===== src/rv_core_macros.svh =====
`ifndef RV_CORE_MACROS_SVH
`define RV_CORE_MACROS_SVH

// register and datapath width
`define XLEN 32

// architectural integer registers
`define REG_COUNT 32

// index width for rs1, rs2 and rd
`define REG_ADDR_W 5

// major opcode field, insn[6:0]
`define OPCODE_W 7

// byte step between sequential instructions
`define PC_STEP 4

// fetch address out of reset
`define RESET_PC 0

`endif


===== src/rv_core_pkg.sv =====
`default_nettype none

`include "rv_core_macros.svh"

package rv_core_pkg;

  // major opcodes handled by the core
  typedef enum logic [`OPCODE_W-1:0] {
    OPC_LUI    = 7'b0110111,
    OPC_AUIPC  = 7'b0010111,
    OPC_OP_IMM = 7'b0010011,
    OPC_OP     = 7'b0110011,
    OPC_BRANCH = 7'b1100011,
    OPC_SYSTEM = 7'b1110011
  } opcode_e;

  // funct3 for op and op-imm
  localparam logic [2:0] F3_ADD_SUB = 3'b000;
  localparam logic [2:0] F3_SLL     = 3'b001;
  localparam logic [2:0] F3_SLT     = 3'b010;
  localparam logic [2:0] F3_SLTU    = 3'b011;
  localparam logic [2:0] F3_XOR     = 3'b100;
  localparam logic [2:0] F3_SRL_SRA = 3'b101;
  localparam logic [2:0] F3_OR      = 3'b110;
  localparam logic [2:0] F3_AND     = 3'b111;

  // funct3 for branches
  localparam logic [2:0] F3_BEQ  = 3'b000;
  localparam logic [2:0] F3_BNE  = 3'b001;
  localparam logic [2:0] F3_BLT  = 3'b100;
  localparam logic [2:0] F3_BGE  = 3'b101;
  localparam logic [2:0] F3_BLTU = 3'b110;
  localparam logic [2:0] F3_BGEU = 3'b111;

  // alt value selects sub and sra/srai
  localparam logic [6:0] F7_NORMAL = 7'b0000000;
  localparam logic [6:0] F7_ALT    = 7'b0100000;

  typedef enum logic [3:0] {
    ALU_ADD,
    ALU_SUB,
    ALU_SLL,
    ALU_SLT,
    ALU_SLTU,
    ALU_XOR,
    ALU_SRL,
    ALU_SRA,
    ALU_OR,
    ALU_AND,
    ALU_PASS_B
  } alu_op_e;

  typedef struct packed {
    logic [6:0]                  funct7;
    logic [`REG_ADDR_W-1:0]      rs2;
    logic [`REG_ADDR_W-1:0]      rs1;
    logic [2:0]                  funct3;
    logic [`REG_ADDR_W-1:0]      rd;
    logic [`OPCODE_W-1:0]        opcode;
  } r_fmt_t;

  typedef struct packed {
    logic [11:0]                 imm;
    logic [`REG_ADDR_W-1:0]      rs1;
    logic [2:0]                  funct3;
    logic [`REG_ADDR_W-1:0]      rd;
    logic [`OPCODE_W-1:0]        opcode;
  } i_fmt_t;

  // branch offset bits are scattered across the word
  typedef struct packed {
    logic                        imm_12;
    logic [5:0]                  imm_10_5;
    logic [`REG_ADDR_W-1:0]      rs2;
    logic [`REG_ADDR_W-1:0]      rs1;
    logic [2:0]                  funct3;
    logic [3:0]                  imm_4_1;
    logic                        imm_11;
    logic [`OPCODE_W-1:0]        opcode;
  } b_fmt_t;

  typedef struct packed {
    logic [19:0]                 imm_31_12;
    logic [`REG_ADDR_W-1:0]      rd;
    logic [`OPCODE_W-1:0]        opcode;
  } u_fmt_t;

  // one instruction word, four views
  typedef union packed {
    r_fmt_t r;
    i_fmt_t i;
    b_fmt_t b;
    u_fmt_t u;
  } insn_u;

endpackage

`default_nettype wire


===== src/rv_core.sv =====
`timescale 1ns/10ps
`default_nettype none

`include "rv_core_macros.svh"

module rv_core (
  input  logic                   clk,
  input  logic                   rst,
  input  logic [`XLEN-1:0]       insn,
  output logic [`XLEN-1:0]       pc,
  output logic                   halt,
  output logic                   wb_en,
  output logic [`REG_ADDR_W-1:0] wb_rd,
  output logic [`XLEN-1:0]       wb_data,
  output logic                   illegal
);

  logic [`REG_ADDR_W-1:0] rs1;
  logic [`REG_ADDR_W-1:0] rs2;
  rv_core_pkg::alu_op_e   alu_op;
  logic [`XLEN-1:0]       imm;
  logic                   use_imm;
  logic                   use_pc;
  logic                   is_branch;
  logic [2:0]             branch_funct3;
  logic                   halt_req;
  logic [`XLEN-1:0]       rs1_data;
  logic [`XLEN-1:0]       rs2_data;
  logic                   branch_taken;
  logic [`XLEN-1:0]       branch_target;

  rv_fetch fetch_inst (
    .clk           (clk),
    .rst           (rst),
    .branch_taken  (branch_taken),
    .branch_target (branch_target),
    .halt_req      (halt_req),
    .pc            (pc),
    .halt          (halt)
  );

  // retire outputs come straight from decode and execute
  rv_decode decode_inst (
    .insn          (insn),
    .rs1           (rs1),
    .rs2           (rs2),
    .rd            (wb_rd),
    .alu_op        (alu_op),
    .imm           (imm),
    .use_imm       (use_imm),
    .use_pc        (use_pc),
    .wb_req        (wb_en),
    .is_branch     (is_branch),
    .branch_funct3 (branch_funct3),
    .halt_req      (halt_req),
    .illegal       (illegal)
  );

  rv_regfile regfile_inst (
    .clk      (clk),
    .rst      (rst),
    .we       (wb_en),
    .rd       (wb_rd),
    .rd_data  (wb_data),
    .rs1      (rs1),
    .rs2      (rs2),
    .rs1_data (rs1_data),
    .rs2_data (rs2_data)
  );

  rv_exec exec_inst (
    .pc            (pc),
    .rs1_data      (rs1_data),
    .rs2_data      (rs2_data),
    .imm           (imm),
    .alu_op        (alu_op),
    .use_imm       (use_imm),
    .use_pc        (use_pc),
    .is_branch     (is_branch),
    .branch_funct3 (branch_funct3),
    .wb_data       (wb_data),
    .branch_taken  (branch_taken),
    .branch_target (branch_target)
  );

endmodule

`default_nettype wire


===== src/rv_decode.sv =====
`timescale 1ns/10ps
`default_nettype none

`include "rv_core_macros.svh"

module rv_decode (
  input  logic [`XLEN-1:0]       insn,
  output logic [`REG_ADDR_W-1:0] rs1,
  output logic [`REG_ADDR_W-1:0] rs2,
  output logic [`REG_ADDR_W-1:0] rd,
  output rv_core_pkg::alu_op_e   alu_op,
  output logic [`XLEN-1:0]       imm,
  output logic                   use_imm,
  output logic                   use_pc,
  output logic                   wb_req,
  output logic                   is_branch,
  output logic [2:0]             branch_funct3,
  output logic                   halt_req,
  output logic                   illegal
);

  rv_core_pkg::insn_u word;
  logic [`XLEN-1:0]   imm_i;
  logic [`XLEN-1:0]   imm_b;
  logic [`XLEN-1:0]   imm_u;
  logic               is_op;
  logic               f7_normal;
  logic               f7_alt;

  assign word = insn;

  // register fields sit in the same place for every format
  assign rs1           = word.r.rs1;
  assign rs2           = word.r.rs2;
  assign rd            = word.r.rd;
  assign branch_funct3 = word.r.funct3;

  assign imm_i = {{(`XLEN-12){word.i.imm[11]}}, word.i.imm};
  assign imm_b = {{(`XLEN-12){word.b.imm_12}}, word.b.imm_11, word.b.imm_10_5,
                  word.b.imm_4_1, 1'b0};
  assign imm_u = {word.u.imm_31_12, 12'b0};

  assign is_op     = word.r.opcode == rv_core_pkg::OPC_OP;
  assign f7_normal = word.r.funct7 == rv_core_pkg::F7_NORMAL;
  assign f7_alt    = word.r.funct7 == rv_core_pkg::F7_ALT;

  always_comb begin
    alu_op    = rv_core_pkg::ALU_ADD;
    imm       = '0;
    use_imm   = 1'b0;
    use_pc    = 1'b0;
    wb_req    = 1'b0;
    is_branch = 1'b0;
    halt_req  = 1'b0;
    illegal   = 1'b0;
    case (word.r.opcode)
      rv_core_pkg::OPC_LUI: begin
        alu_op  = rv_core_pkg::ALU_PASS_B;
        imm     = imm_u;
        use_imm = 1'b1;
        wb_req  = 1'b1;
      end
      rv_core_pkg::OPC_AUIPC: begin
        imm     = imm_u;
        use_imm = 1'b1;
        use_pc  = 1'b1;
        wb_req  = 1'b1;
      end
      rv_core_pkg::OPC_OP_IMM, rv_core_pkg::OPC_OP: begin
        imm     = imm_i;
        use_imm = !is_op;
        wb_req  = 1'b1;
        // only register ops carry funct7 outside of shifts
        case (word.r.funct3)
          rv_core_pkg::F3_ADD_SUB: begin
            if (is_op && f7_alt) begin
              alu_op = rv_core_pkg::ALU_SUB;
            end else begin
              illegal = is_op && !f7_normal;
            end
          end
          rv_core_pkg::F3_SLL: begin
            alu_op  = rv_core_pkg::ALU_SLL;
            illegal = !f7_normal;
          end
          rv_core_pkg::F3_SLT: begin
            alu_op  = rv_core_pkg::ALU_SLT;
            illegal = is_op && !f7_normal;
          end
          rv_core_pkg::F3_SLTU: begin
            alu_op  = rv_core_pkg::ALU_SLTU;
            illegal = is_op && !f7_normal;
          end
          rv_core_pkg::F3_XOR: begin
            alu_op  = rv_core_pkg::ALU_XOR;
            illegal = is_op && !f7_normal;
          end
          rv_core_pkg::F3_SRL_SRA: begin
            alu_op  = f7_alt ? rv_core_pkg::ALU_SRA : rv_core_pkg::ALU_SRL;
            illegal = !f7_normal && !f7_alt;
          end
          rv_core_pkg::F3_OR: begin
            alu_op  = rv_core_pkg::ALU_OR;
            illegal = is_op && !f7_normal;
          end
          default: begin
            alu_op  = rv_core_pkg::ALU_AND;
            illegal = is_op && !f7_normal;
          end
        endcase
      end
      rv_core_pkg::OPC_BRANCH: begin
        imm = imm_b;
        // funct3 010 and 011 are not branches
        illegal   = word.b.funct3[2:1] == 2'b01;
        is_branch = !illegal;
      end
      rv_core_pkg::OPC_SYSTEM: begin
        // ecall is the only supported system word
        halt_req = insn[`XLEN-1:`OPCODE_W] == '0;
        illegal  = !halt_req;
      end
      default: begin
        illegal = 1'b1;
      end
    endcase
    // illegal words retire as no-ops
    wb_req = wb_req && !illegal;
  end

endmodule

`default_nettype wire


===== src/rv_exec.sv =====
`timescale 1ns/10ps
`default_nettype none

`include "rv_core_macros.svh"

module rv_exec (
  input  logic [`XLEN-1:0]     pc,
  input  logic [`XLEN-1:0]     rs1_data,
  input  logic [`XLEN-1:0]     rs2_data,
  input  logic [`XLEN-1:0]     imm,
  input  rv_core_pkg::alu_op_e alu_op,
  input  logic                 use_imm,
  input  logic                 use_pc,
  input  logic                 is_branch,
  input  logic [2:0]           branch_funct3,
  output logic [`XLEN-1:0]     wb_data,
  output logic                 branch_taken,
  output logic [`XLEN-1:0]     branch_target
);

  logic [`XLEN-1:0] op_a;
  logic [`XLEN-1:0] op_b;
  logic [4:0]       shamt;
  logic             eq;
  logic             lt;
  logic             ltu;
  logic             cond;

  assign op_a  = use_pc ? pc : rs1_data;
  assign op_b  = use_imm ? imm : rs2_data;
  assign shamt = op_b[4:0];

  // comparators are shared by slt/sltu and the branches
  assign eq  = op_a == op_b;
  assign lt  = $signed(op_a) < $signed(op_b);
  assign ltu = op_a < op_b;

  always_comb begin
    case (alu_op)
      rv_core_pkg::ALU_ADD:    wb_data = op_a + op_b;
      rv_core_pkg::ALU_SUB:    wb_data = op_a - op_b;
      rv_core_pkg::ALU_SLL:    wb_data = op_a << shamt;
      rv_core_pkg::ALU_SLT:    wb_data = {{(`XLEN-1){1'b0}}, lt};
      rv_core_pkg::ALU_SLTU:   wb_data = {{(`XLEN-1){1'b0}}, ltu};
      rv_core_pkg::ALU_XOR:    wb_data = op_a ^ op_b;
      rv_core_pkg::ALU_SRL:    wb_data = op_a >> shamt;
      rv_core_pkg::ALU_SRA:    wb_data = $unsigned($signed(op_a) >>> shamt);
      rv_core_pkg::ALU_OR:     wb_data = op_a | op_b;
      rv_core_pkg::ALU_AND:    wb_data = op_a & op_b;
      rv_core_pkg::ALU_PASS_B: wb_data = op_b;
      default:                 wb_data = '0;
    endcase
  end

  // decode clears use_pc and use_imm so branches compare rs1 with rs2
  always_comb begin
    case (branch_funct3)
      rv_core_pkg::F3_BEQ:  cond = eq;
      rv_core_pkg::F3_BNE:  cond = !eq;
      rv_core_pkg::F3_BLT:  cond = lt;
      rv_core_pkg::F3_BGE:  cond = !lt;
      rv_core_pkg::F3_BLTU: cond = ltu;
      rv_core_pkg::F3_BGEU: cond = !ltu;
      default:              cond = 1'b0;
    endcase
  end

  assign branch_taken  = is_branch && cond;
  assign branch_target = pc + imm;

endmodule

`default_nettype wire


===== src/rv_fetch.sv =====
`timescale 1ns/10ps
`default_nettype none

`include "rv_core_macros.svh"

module rv_fetch (
  input  logic             clk,
  input  logic             rst,
  input  logic             branch_taken,
  input  logic [`XLEN-1:0] branch_target,
  input  logic             halt_req,
  output logic [`XLEN-1:0] pc,
  output logic             halt
);

  logic [`XLEN-1:0] pc_next;

  // ecall parks the pc on itself
  always_comb begin
    if (halt_req) begin
      pc_next = pc;
    end else if (branch_taken) begin
      pc_next = branch_target;
    end else begin
      pc_next = pc + `XLEN'(`PC_STEP);
    end
  end

  always_ff @(posedge clk) begin
    if (rst) begin
      pc   <= `XLEN'(`RESET_PC);
      halt <= 1'b0;
    end else begin
      pc <= pc_next;
      // sticky until reset
      if (halt_req) begin
        halt <= 1'b1;
      end
    end
  end

  // exec forms branch targets without an alignment check
  pc_word_aligned: assert property (@(posedge clk) disable iff (rst) pc[1:0] == 2'b00)
    else $error("pc not word aligned: %h", pc);

  // once halted the pc stays parked on the ecall
  halt_parks_pc: assert property (@(posedge clk) disable iff (rst) halt |=> $stable(pc))
    else $error("pc moved after halt: %h", pc);

endmodule

`default_nettype wire


===== src/rv_regfile.sv =====
`timescale 1ns/10ps
`default_nettype none

`include "rv_core_macros.svh"

module rv_regfile (
  input  logic                   clk,
  input  logic                   rst,
  input  logic                   we,
  input  logic [`REG_ADDR_W-1:0] rd,
  input  logic [`XLEN-1:0]       rd_data,
  input  logic [`REG_ADDR_W-1:0] rs1,
  input  logic [`REG_ADDR_W-1:0] rs2,
  output logic [`XLEN-1:0]       rs1_data,
  output logic [`XLEN-1:0]       rs2_data
);

  logic [`XLEN-1:0] regs [`REG_COUNT];

  always_ff @(posedge clk) begin
    if (rst) begin
      for (int i = 0; i < `REG_COUNT; i++) begin
        regs[i] <= '0;
      end
    end else if (we && rd != '0) begin
      regs[rd] <= rd_data;
    end
  end

  // x0 is hardwired
  assign rs1_data = (rs1 == '0) ? '0 : regs[rs1];
  assign rs2_data = (rs2 == '0) ? '0 : regs[rs2];

endmodule

`default_nettype wire

===== config.mk =====
export PLATFORM = sky130hd
export DESIGN_NAME = rv_core
export DESIGN_NICKNAME = d
export VERILOG_FILES = /design/src/rv_core_pkg.sv /design/src/rv_core.sv /design/src/rv_decode.sv /design/src/rv_exec.sv /design/src/rv_fetch.sv /design/src/rv_regfile.sv
export VERILOG_INCLUDE_DIRS = /design/src
export SDC_FILE = /design/constraint.sdc
export NUM_CORES = 2
export LEC_CHECK = 0
export BUFFER_PORTS_ARGS = -buffer_cell sky130_fd_sc_hd__buf_4
export CAP_MARGIN = 10
export CORE_MARGIN = 2
export CORE_UTILIZATION = 36
export DETAILED_ROUTE_END_ITERATION = 6
export SLEW_MARGIN = 20
export SYNTH_ARGS = -nofsm -noshare
export SYNTH_HDL_FRONTEND = slang
export SYNTH_HIERARCHICAL = 1
export SYNTH_SLANG_ARGS = --single-unit

===== constraint.sdc =====
create_clock -name clk -period 8.35 [get_ports clk]
set_input_delay 1.67 -clock clk [delete_from_list [all_inputs] [get_ports clk]]
set_output_delay 1.67 -clock clk [all_outputs]
set_load 0.05 [all_outputs]

Word-level counts from Yosys, hierarchy flattened

Memories as Yosys holds them, arrays and structs flattened.
Cells that the tools add are included.

Add/sub/neg operators: 4
Order comparisons: 2
Equal/unequal tests: 26
Shift-type cells: 3
Mux-type cells: 28
Bitwise gates (word level): 3
Reductions and logical operators: 26

Operators by type and width:

| kind                                                                   | number |
|---|---|
| 32-bit case mux with 11 select lines                                   | 1 |
| 32-bit 2-to-1 mux                                                      | 6 |
| 32-bit case mux with 3 select lines                                    | 1 |
| 32-bit adder                                                           | 2 |
| 32-bit < comparator                                                    | 2 |
| 32-bit by 3-bit adder with 32-bit output (second input constant)       | 1 |
| 32-bit bitwise AND                                                     | 1 |
| 32-bit equality test                                                   | 1 |
| 32-bit bitwise OR                                                      | 1 |
| 32-bit OR reduction                                                    | 1 |
| 32-bit by 5-bit left shift with 32-bit output                          | 1 |
| 32-bit by 5-bit >> shifter with 32-bit output                          | 1 |
| 32-bit by 5-bit >>> shifter with 32-bit output                         | 1 |
| 32-bit subtractor                                                      | 1 |
| 32-bit XOR                                                             | 1 |
| 4-bit case mux with 7 select lines                                     | 1 |
| 25-bit zero test                                                       | 1 |
| 7-bit by 6-bit equality test with 1-bit output (second input constant) | 3 |
| 4-bit by 3-bit equality test with 1-bit output (second input constant) | 4 |
| 7-bit by 5-bit equality test with 1-bit output (second input constant) | 2 |
| 7-bit equality test (second input constant)                            | 2 |
| 1-bit 2-to-1 mux                                                       | 13 |
| 3-bit equality test (second input constant)                            | 4 |
| 4-bit equality test (second input constant)                            | 3 |
| 20 further kinds                                                       | 37 |

Flip-flop bits (word level): 33
Bits in writable memories: 1024
Output and inout port bits: 72
Memories kept: 1

Memories:

| memory            | words | width | rd ports | clocked after memory_dff | write ports | RTL line         | text |
|---|---|---|---|---|---|---|---|
| regfile_inst.regs | 32    | 32    | 2        | 0                        | 32          | rv_regfile.sv:18 | `` logic [`XLEN-1:0] regs [`REG_COUNT]; `` |

Logic depth before layout (Yosys ltp)

Depth in word-level cells: 14
Depth in mapped cells: 33

By module

The synthesis kept the hierarchy.

Modules (own cells, without submodules):

| module     | times used | cells an instance | area each (um^2) |
|---|---|---|---|
| rv_regfile | 1          | 3502              | 54253.3 |
| rv_exec    | 1          | 1720              | 11164.5 |
| rv_fetch   | 1          | 297               | 2190.9 |
| rv_decode  | 1          | 113               | 820.8 |

Worst setup path after synthesis

OpenSTA, ideal clock, no wires.

Path kind: input-to-output
Start point: input port insn[22]
End point: output port wb_data[0]
Arrival time: 7.791 ns
Setup slack: -1.111 ns
Stages: 23
Buffers on the path: 7
Cell sequence: buf_4 buf_2 buf_2 clkbuf_1 mux4_2 a22o_1 a2111oi_0 nor3_1 mux2i_1 clkbuf_1 clkbuf_1 buf_1 ha_1 nor2_1 a211o_1 o311ai_1 o2111a_1 o311ai_1 a311oi_2 o221ai_1 nor2_1 a31oi_1 o21ai_0

Longest elaborated chain between the ends: 5
Elaborated cells between the ends (all ways): 16
Those cells by class: add/sub (2); order compare (2); shift (3); mux (4); bitwise (3); reduce/logical (1); memory (1)

Ends and longest elaborated chain:

| element                                                           | RTL line         | text |
|---|---|---|
| start, declared                                                   | rv_core.sv:9     | `` input logic [`XLEN-1:0] insn, `` |
| memory read 32 x 32 bit / 5-bit zero test (equally long branches) | n/a              |  |
| 32-bit 2-to-1 mux (*)                                             | rv_regfile.sv:32 | `assign rs2_data = (rs2 == '0) ? '0 : regs[rs2];` |
| via rs2_data[3]                                                   | rv_core.sv:28    | `` logic [`XLEN-1:0] rs2_data; `` |
| 32-bit 2-to-1 mux (*)                                             | rv_exec.sv:30    | `assign op_b = use_imm ? imm : rs2_data;` |
| 32-bit < comparator, or another cell as far along                 | rv_exec.sv:36    | `assign ltu = op_a < op_b;` |
| 32-bit case mux with 11 select lines (*)                          | rv_exec.sv:39    | `case (alu_op)` |
| end, declared                                                     | rv_core.sv:14    | `` output logic [`XLEN-1:0] wb_data, `` |

The timed path passes the listed nets; every way through them passes the cells marked *.

Worst setup path after layout

Start point: input port insn[16]
End point: output port wb_data[14]

Longest elaborated chain between the ends: 5
Elaborated cells between the ends (all ways): 13
Those cells by class: add/sub (2); shift (3); mux (3); bitwise (3); reduce/logical (1); memory (1)

Ends and longest elaborated chain:

| element                                                           | RTL line         | text |
|---|---|---|
| memory read 32 x 32 bit / 5-bit zero test (equally long branches) | n/a              |  |
| 32-bit 2-to-1 mux (*)                                             | rv_regfile.sv:31 | `assign rs1_data = (rs1 == '0) ? '0 : regs[rs1];` |
| via rs1_data[12]                                                  | rv_core.sv:27    | `` logic [`XLEN-1:0] rs1_data; `` |
| 32-bit 2-to-1 mux (*)                                             | rv_exec.sv:29    | `assign op_a = use_pc ? pc : rs1_data;` |
| 32-bit subtractor, or another cell as far along                   | rv_exec.sv:41    | `rv_core_pkg::ALU_SUB: wb_data = op_a - op_b;` |
| 32-bit case mux with 11 select lines (*)                          | rv_exec.sv:39    |  |

Marked as above.

==> results.sh <==
export IMPL_dr_wl_met3_um=38270
export IMPL_syn_to_final_growth_pct=24.89
export IMPL_postSynthCellCount=5632
export IMPL_worstMarginPinSlew_ps=1270
export IMPL_dr_pass1_iters=7
export IMPL_first_iter_violations=8796
export IMPL_die_w_um=440.0
export IMPL_crit_type="input pin to output port"
export IMPL_io_pins=106
export IMPL_yosysTopAreaCell="edfxtp_1"
export IMPL_leakagePower_uw=0.03281
export IMPL_clkPwrFrac_pct=30.2
export IMPL_yosys_top_cells_area="edfxtp_1 (45%), mux4_2 (16%), and2_1 (9.3%)"
export IMPL_place_hpwl_um=202900
export IMPL_vias=56140
export IMPL_clk_latency_ps=790
export IMPL_portBuffers=105
export IMPL_htreeDepth=3
export IMPL_cts_clk_slew_worst_paths_ps=60
export IMPL_mostFrequentLayoutCells="edfxtp_1 (1024), and2_1 (1011), buf_4 (1005), mux4_2 (472), mux2i_1 (248)"
export IMPL_pwr_share_seq_pct=35.9
export IMPL_end_kind="output port"
export IMPL_crit_fanout=6
export IMPL_syn_area_per_cell_sq_um=12.15
export IMPL_fin_crit_sh_pct=104.1
export IMPL_grt_pass1_wl_um=414300
export IMPL_vias_per_cell=6.238
export IMPL_place_congestion=0.9801
export IMPL_ys_seq_area_share_pct=45.90
export IMPL_setup_viol=10
export IMPL_ys_ff_latch=1057
export IMPL_swShare_pct=34.40
export IMPL_antenna_found_initial=24
export IMPL_grt_max_degree=72
export IMPL_finalWirelength_um=298500
export IMPL_nets=6559
export IMPL_fin_setup_tns_ps=-1061
export IMPL_drv_cap=0
export IMPL_ir_drop_uv=179.1
export IMPL_place_area_sq_um=78230
export IMPL_grt_setup_unrepaired="true"
export IMPL_clock_path_buffers=3
export IMPL_final_area_sq_um=85460
export IMPL_rows=160
export IMPL_p_switching_uw=5842
export IMPL_crit_required_ps=6680
export IMPL_die_area_sq_um=193600
export IMPL_start_kind="input pin"
export IMPL_die_h_um=440.0
export IMPL_wl_per_cell_um=33.16
export IMPL_syn_cell_area_sq_um=68430
export IMPL_skew_ps=62.42
export IMPL_mostFrequentLayoutCell="edfxtp_1"
export IMPL_start_util_pct=36.09
export IMPL_highest_layer="met5"
export IMPL_synthFlopType="edfxtp_1"
export IMPL_cts_sinks=1057
export IMPL_worst_slack_ps=-341.7
export IMPL_powerDensity_nw_per_um2=198.7
export IMPL_track_usage_pct=30.18
export IMPL_wl_met2_um=130200
export IMPL_drive_above_1_share_pct=34.45
export IMPL_slew_viol_final=0
export IMPL_grt_pass1_vias=54400
export IMPL_core_sq_um=189600
export IMPL_arrival_ps=7020
export IMPL_comb_power_share_pct=33.9
export IMPL_fmax_mhz=115.1
export IMPL_netlist_area_leader_share_pct=44.94
export IMPL_clock_root_buffer="clkbuf_16"
export IMPL_violations="DRC, setup timing"
export IMPL_cts_hold_buf=0
export IMPL_synthArstFlopShare_pct=0
export IMPL_cts_tree="built"
export IMPL_cts_buffers=111
export IMPL_drcViolationCount=3
export IMPL_status="finished, violations left"
export IMPL_ant_nets=0
export IMPL_min_period_ps=8692
export IMPL_hp_class="flip-flop to flip-flop"
export IMPL_slew_limit_headroom_pct=14.96
export IMPL_synth_edff_count=1024
export IMPL_hold_viol=0
export IMPL_intPower_uw=11140
export IMPL_yosysUniqueCellTypes=110
export IMPL_final_util_pct=45.08
export IMPL_m1WireLength_um=112100
export IMPL_yosys_warnings=6
export IMPL_grt_overflow=0
## final cells by class
type	count	area, sq um
repair buffers	1171	10540
clock inverters	67	800.8
diodes	8	20.02
clock buffers	135	2868
fillers	17030	104100
inverters	125	480.5
flip-flops and latches	1057	31410
well taps	2511	3142
multi-input cells	3927	36200
## power groups by stage
stage,Combinational [uW],Clock (uW),Sequential (uW)
after floorplan,2560,0,6150
after detailed placement,5130,0,6200
final,5760,5130,6090
after global routing,5970,5330,6110
after global placement,5110,0,6180
after CTS,5440,5160,6090
## state kept, by name, summed over array words and instances, names as in the netlist
name / cells
fetch_inst/halt: 1
fetch_inst/pc: 32
regfile_inst/regs: 1024
## layer usage
layer | GRT usage (%) | vias to the layer above
met2 | 45.87 | 3921
li1 | - | 23060
met4 | 15.70 | 10
met3 | 7.530 | 739
met1 | 39.83 | 28420
met5 | 0 | -
## metrics by stage
stage	worst slack [ps]	instances	power, uW	hold WS, ps
5_1_grt	-349.4	8995	17410	511.8
6_report	-341.7	9001	16980	475.6
4_1_cts	-223.1	8948	16680	477.0
3_3_place_gp	-1348	8686	11300	449.1
3_5_place_dp	-1325	8687	11320	466.2
2_1_floorplan	-46.42	5663	8718	686.8
## worst paths after layout
path	from	to	slack [ps]	cells past startpoint
max	insn[16]	wb_data[14]	-340	24
min	fetch_inst/halt	fetch_inst/halt	480	2
max reg2reg	regfile_inst/regs[29][0]	fetch_inst/pc[23]	1910	27
min reg2reg	fetch_inst/halt	fetch_inst/halt	480	2
## kinds of logic (layout without fill, tap and decap cells)
| kind of cell | Yosys count | count (layout) | synth area share (%) |
|---|---|---|---|
| buffers and inverters | 679 | 1498 | 4.546 |
| adders and majority gates | 132 | 132 | 2.446 |
| and+or+nand+nor | 1907 | 1907 | 15.66 |
| other | 1 | 40 | 0.005480 |
| AOI/OAI and AO/OA | 1008 | 1008 | 10.22 |
| DFF | 1057 | 1057 | 45.90 |
| xor gates and xnor gates | 40 | 40 | 0.5120 |
| muxes | 808 | 808 | 20.71 |
## cell usage after synthesis, types with 10 or more instances
master,count
nand3_1,72
nand2b_1,25
nor2_1,262
o21bai_1,18
xnor2_1,28
buf_2,78
buf_1,34
or3_1,19
a21o_1,45
nand2_1,196
dfxtp_1,33
or2_2,41
mux2i_1,266
and3_1,15
inv_1,116
xor2_1,12
a22oi_1,46
nor3_1,119
buf_4,61
a22o_1,60
a2111oi_1,41
and2_1,1013
a221oi_1,26
a2111oi_0,18
o22ai_1,145
o21ai_0,158
mux4_2,472
clkbuf_1,350
nor4_1,27
a21oi_1,184
mux2i_2,10
o21a_1,15
buf_6,29
nor2b_1,39
nand4_1,32
mux2_2,53
a31oi_1,28
a211oi_1,43
a221o_1,15
ha_1,129
o31ai_1,16
o211ai_1,32
a211o_1,12
o221ai_1,11
edfxtp_1,1024
## worst max-delay path, stage by stage
cell and delay (ps):
buf_16 120, buf_12 120, buf_16 120, buf_4 140, buf_6 110, mux4_2 470, mux4_2 560, o22ai_1 140
nor3_1 70, buf_4 150, mux2i_2 180, buf_4 190, buf_4 120, ha_2 300, buf_4 150, or2_2 370
nor2_4 160, buf_6 120, nor3_4 40, a221o_1 340, a221oi_2 270, o211ai_1 540, buf_4 390, buf_8 150
## repair_timing
action                     4_1_cts  5_1_grt
gates cloned                    14        3
resized for setup              271      198
buffers inserted                45       47
setup endpoints to repair       32       25
pin swaps                       67       83
hold endpoints to repair         0        0
(Power assumes the default switching activity.)
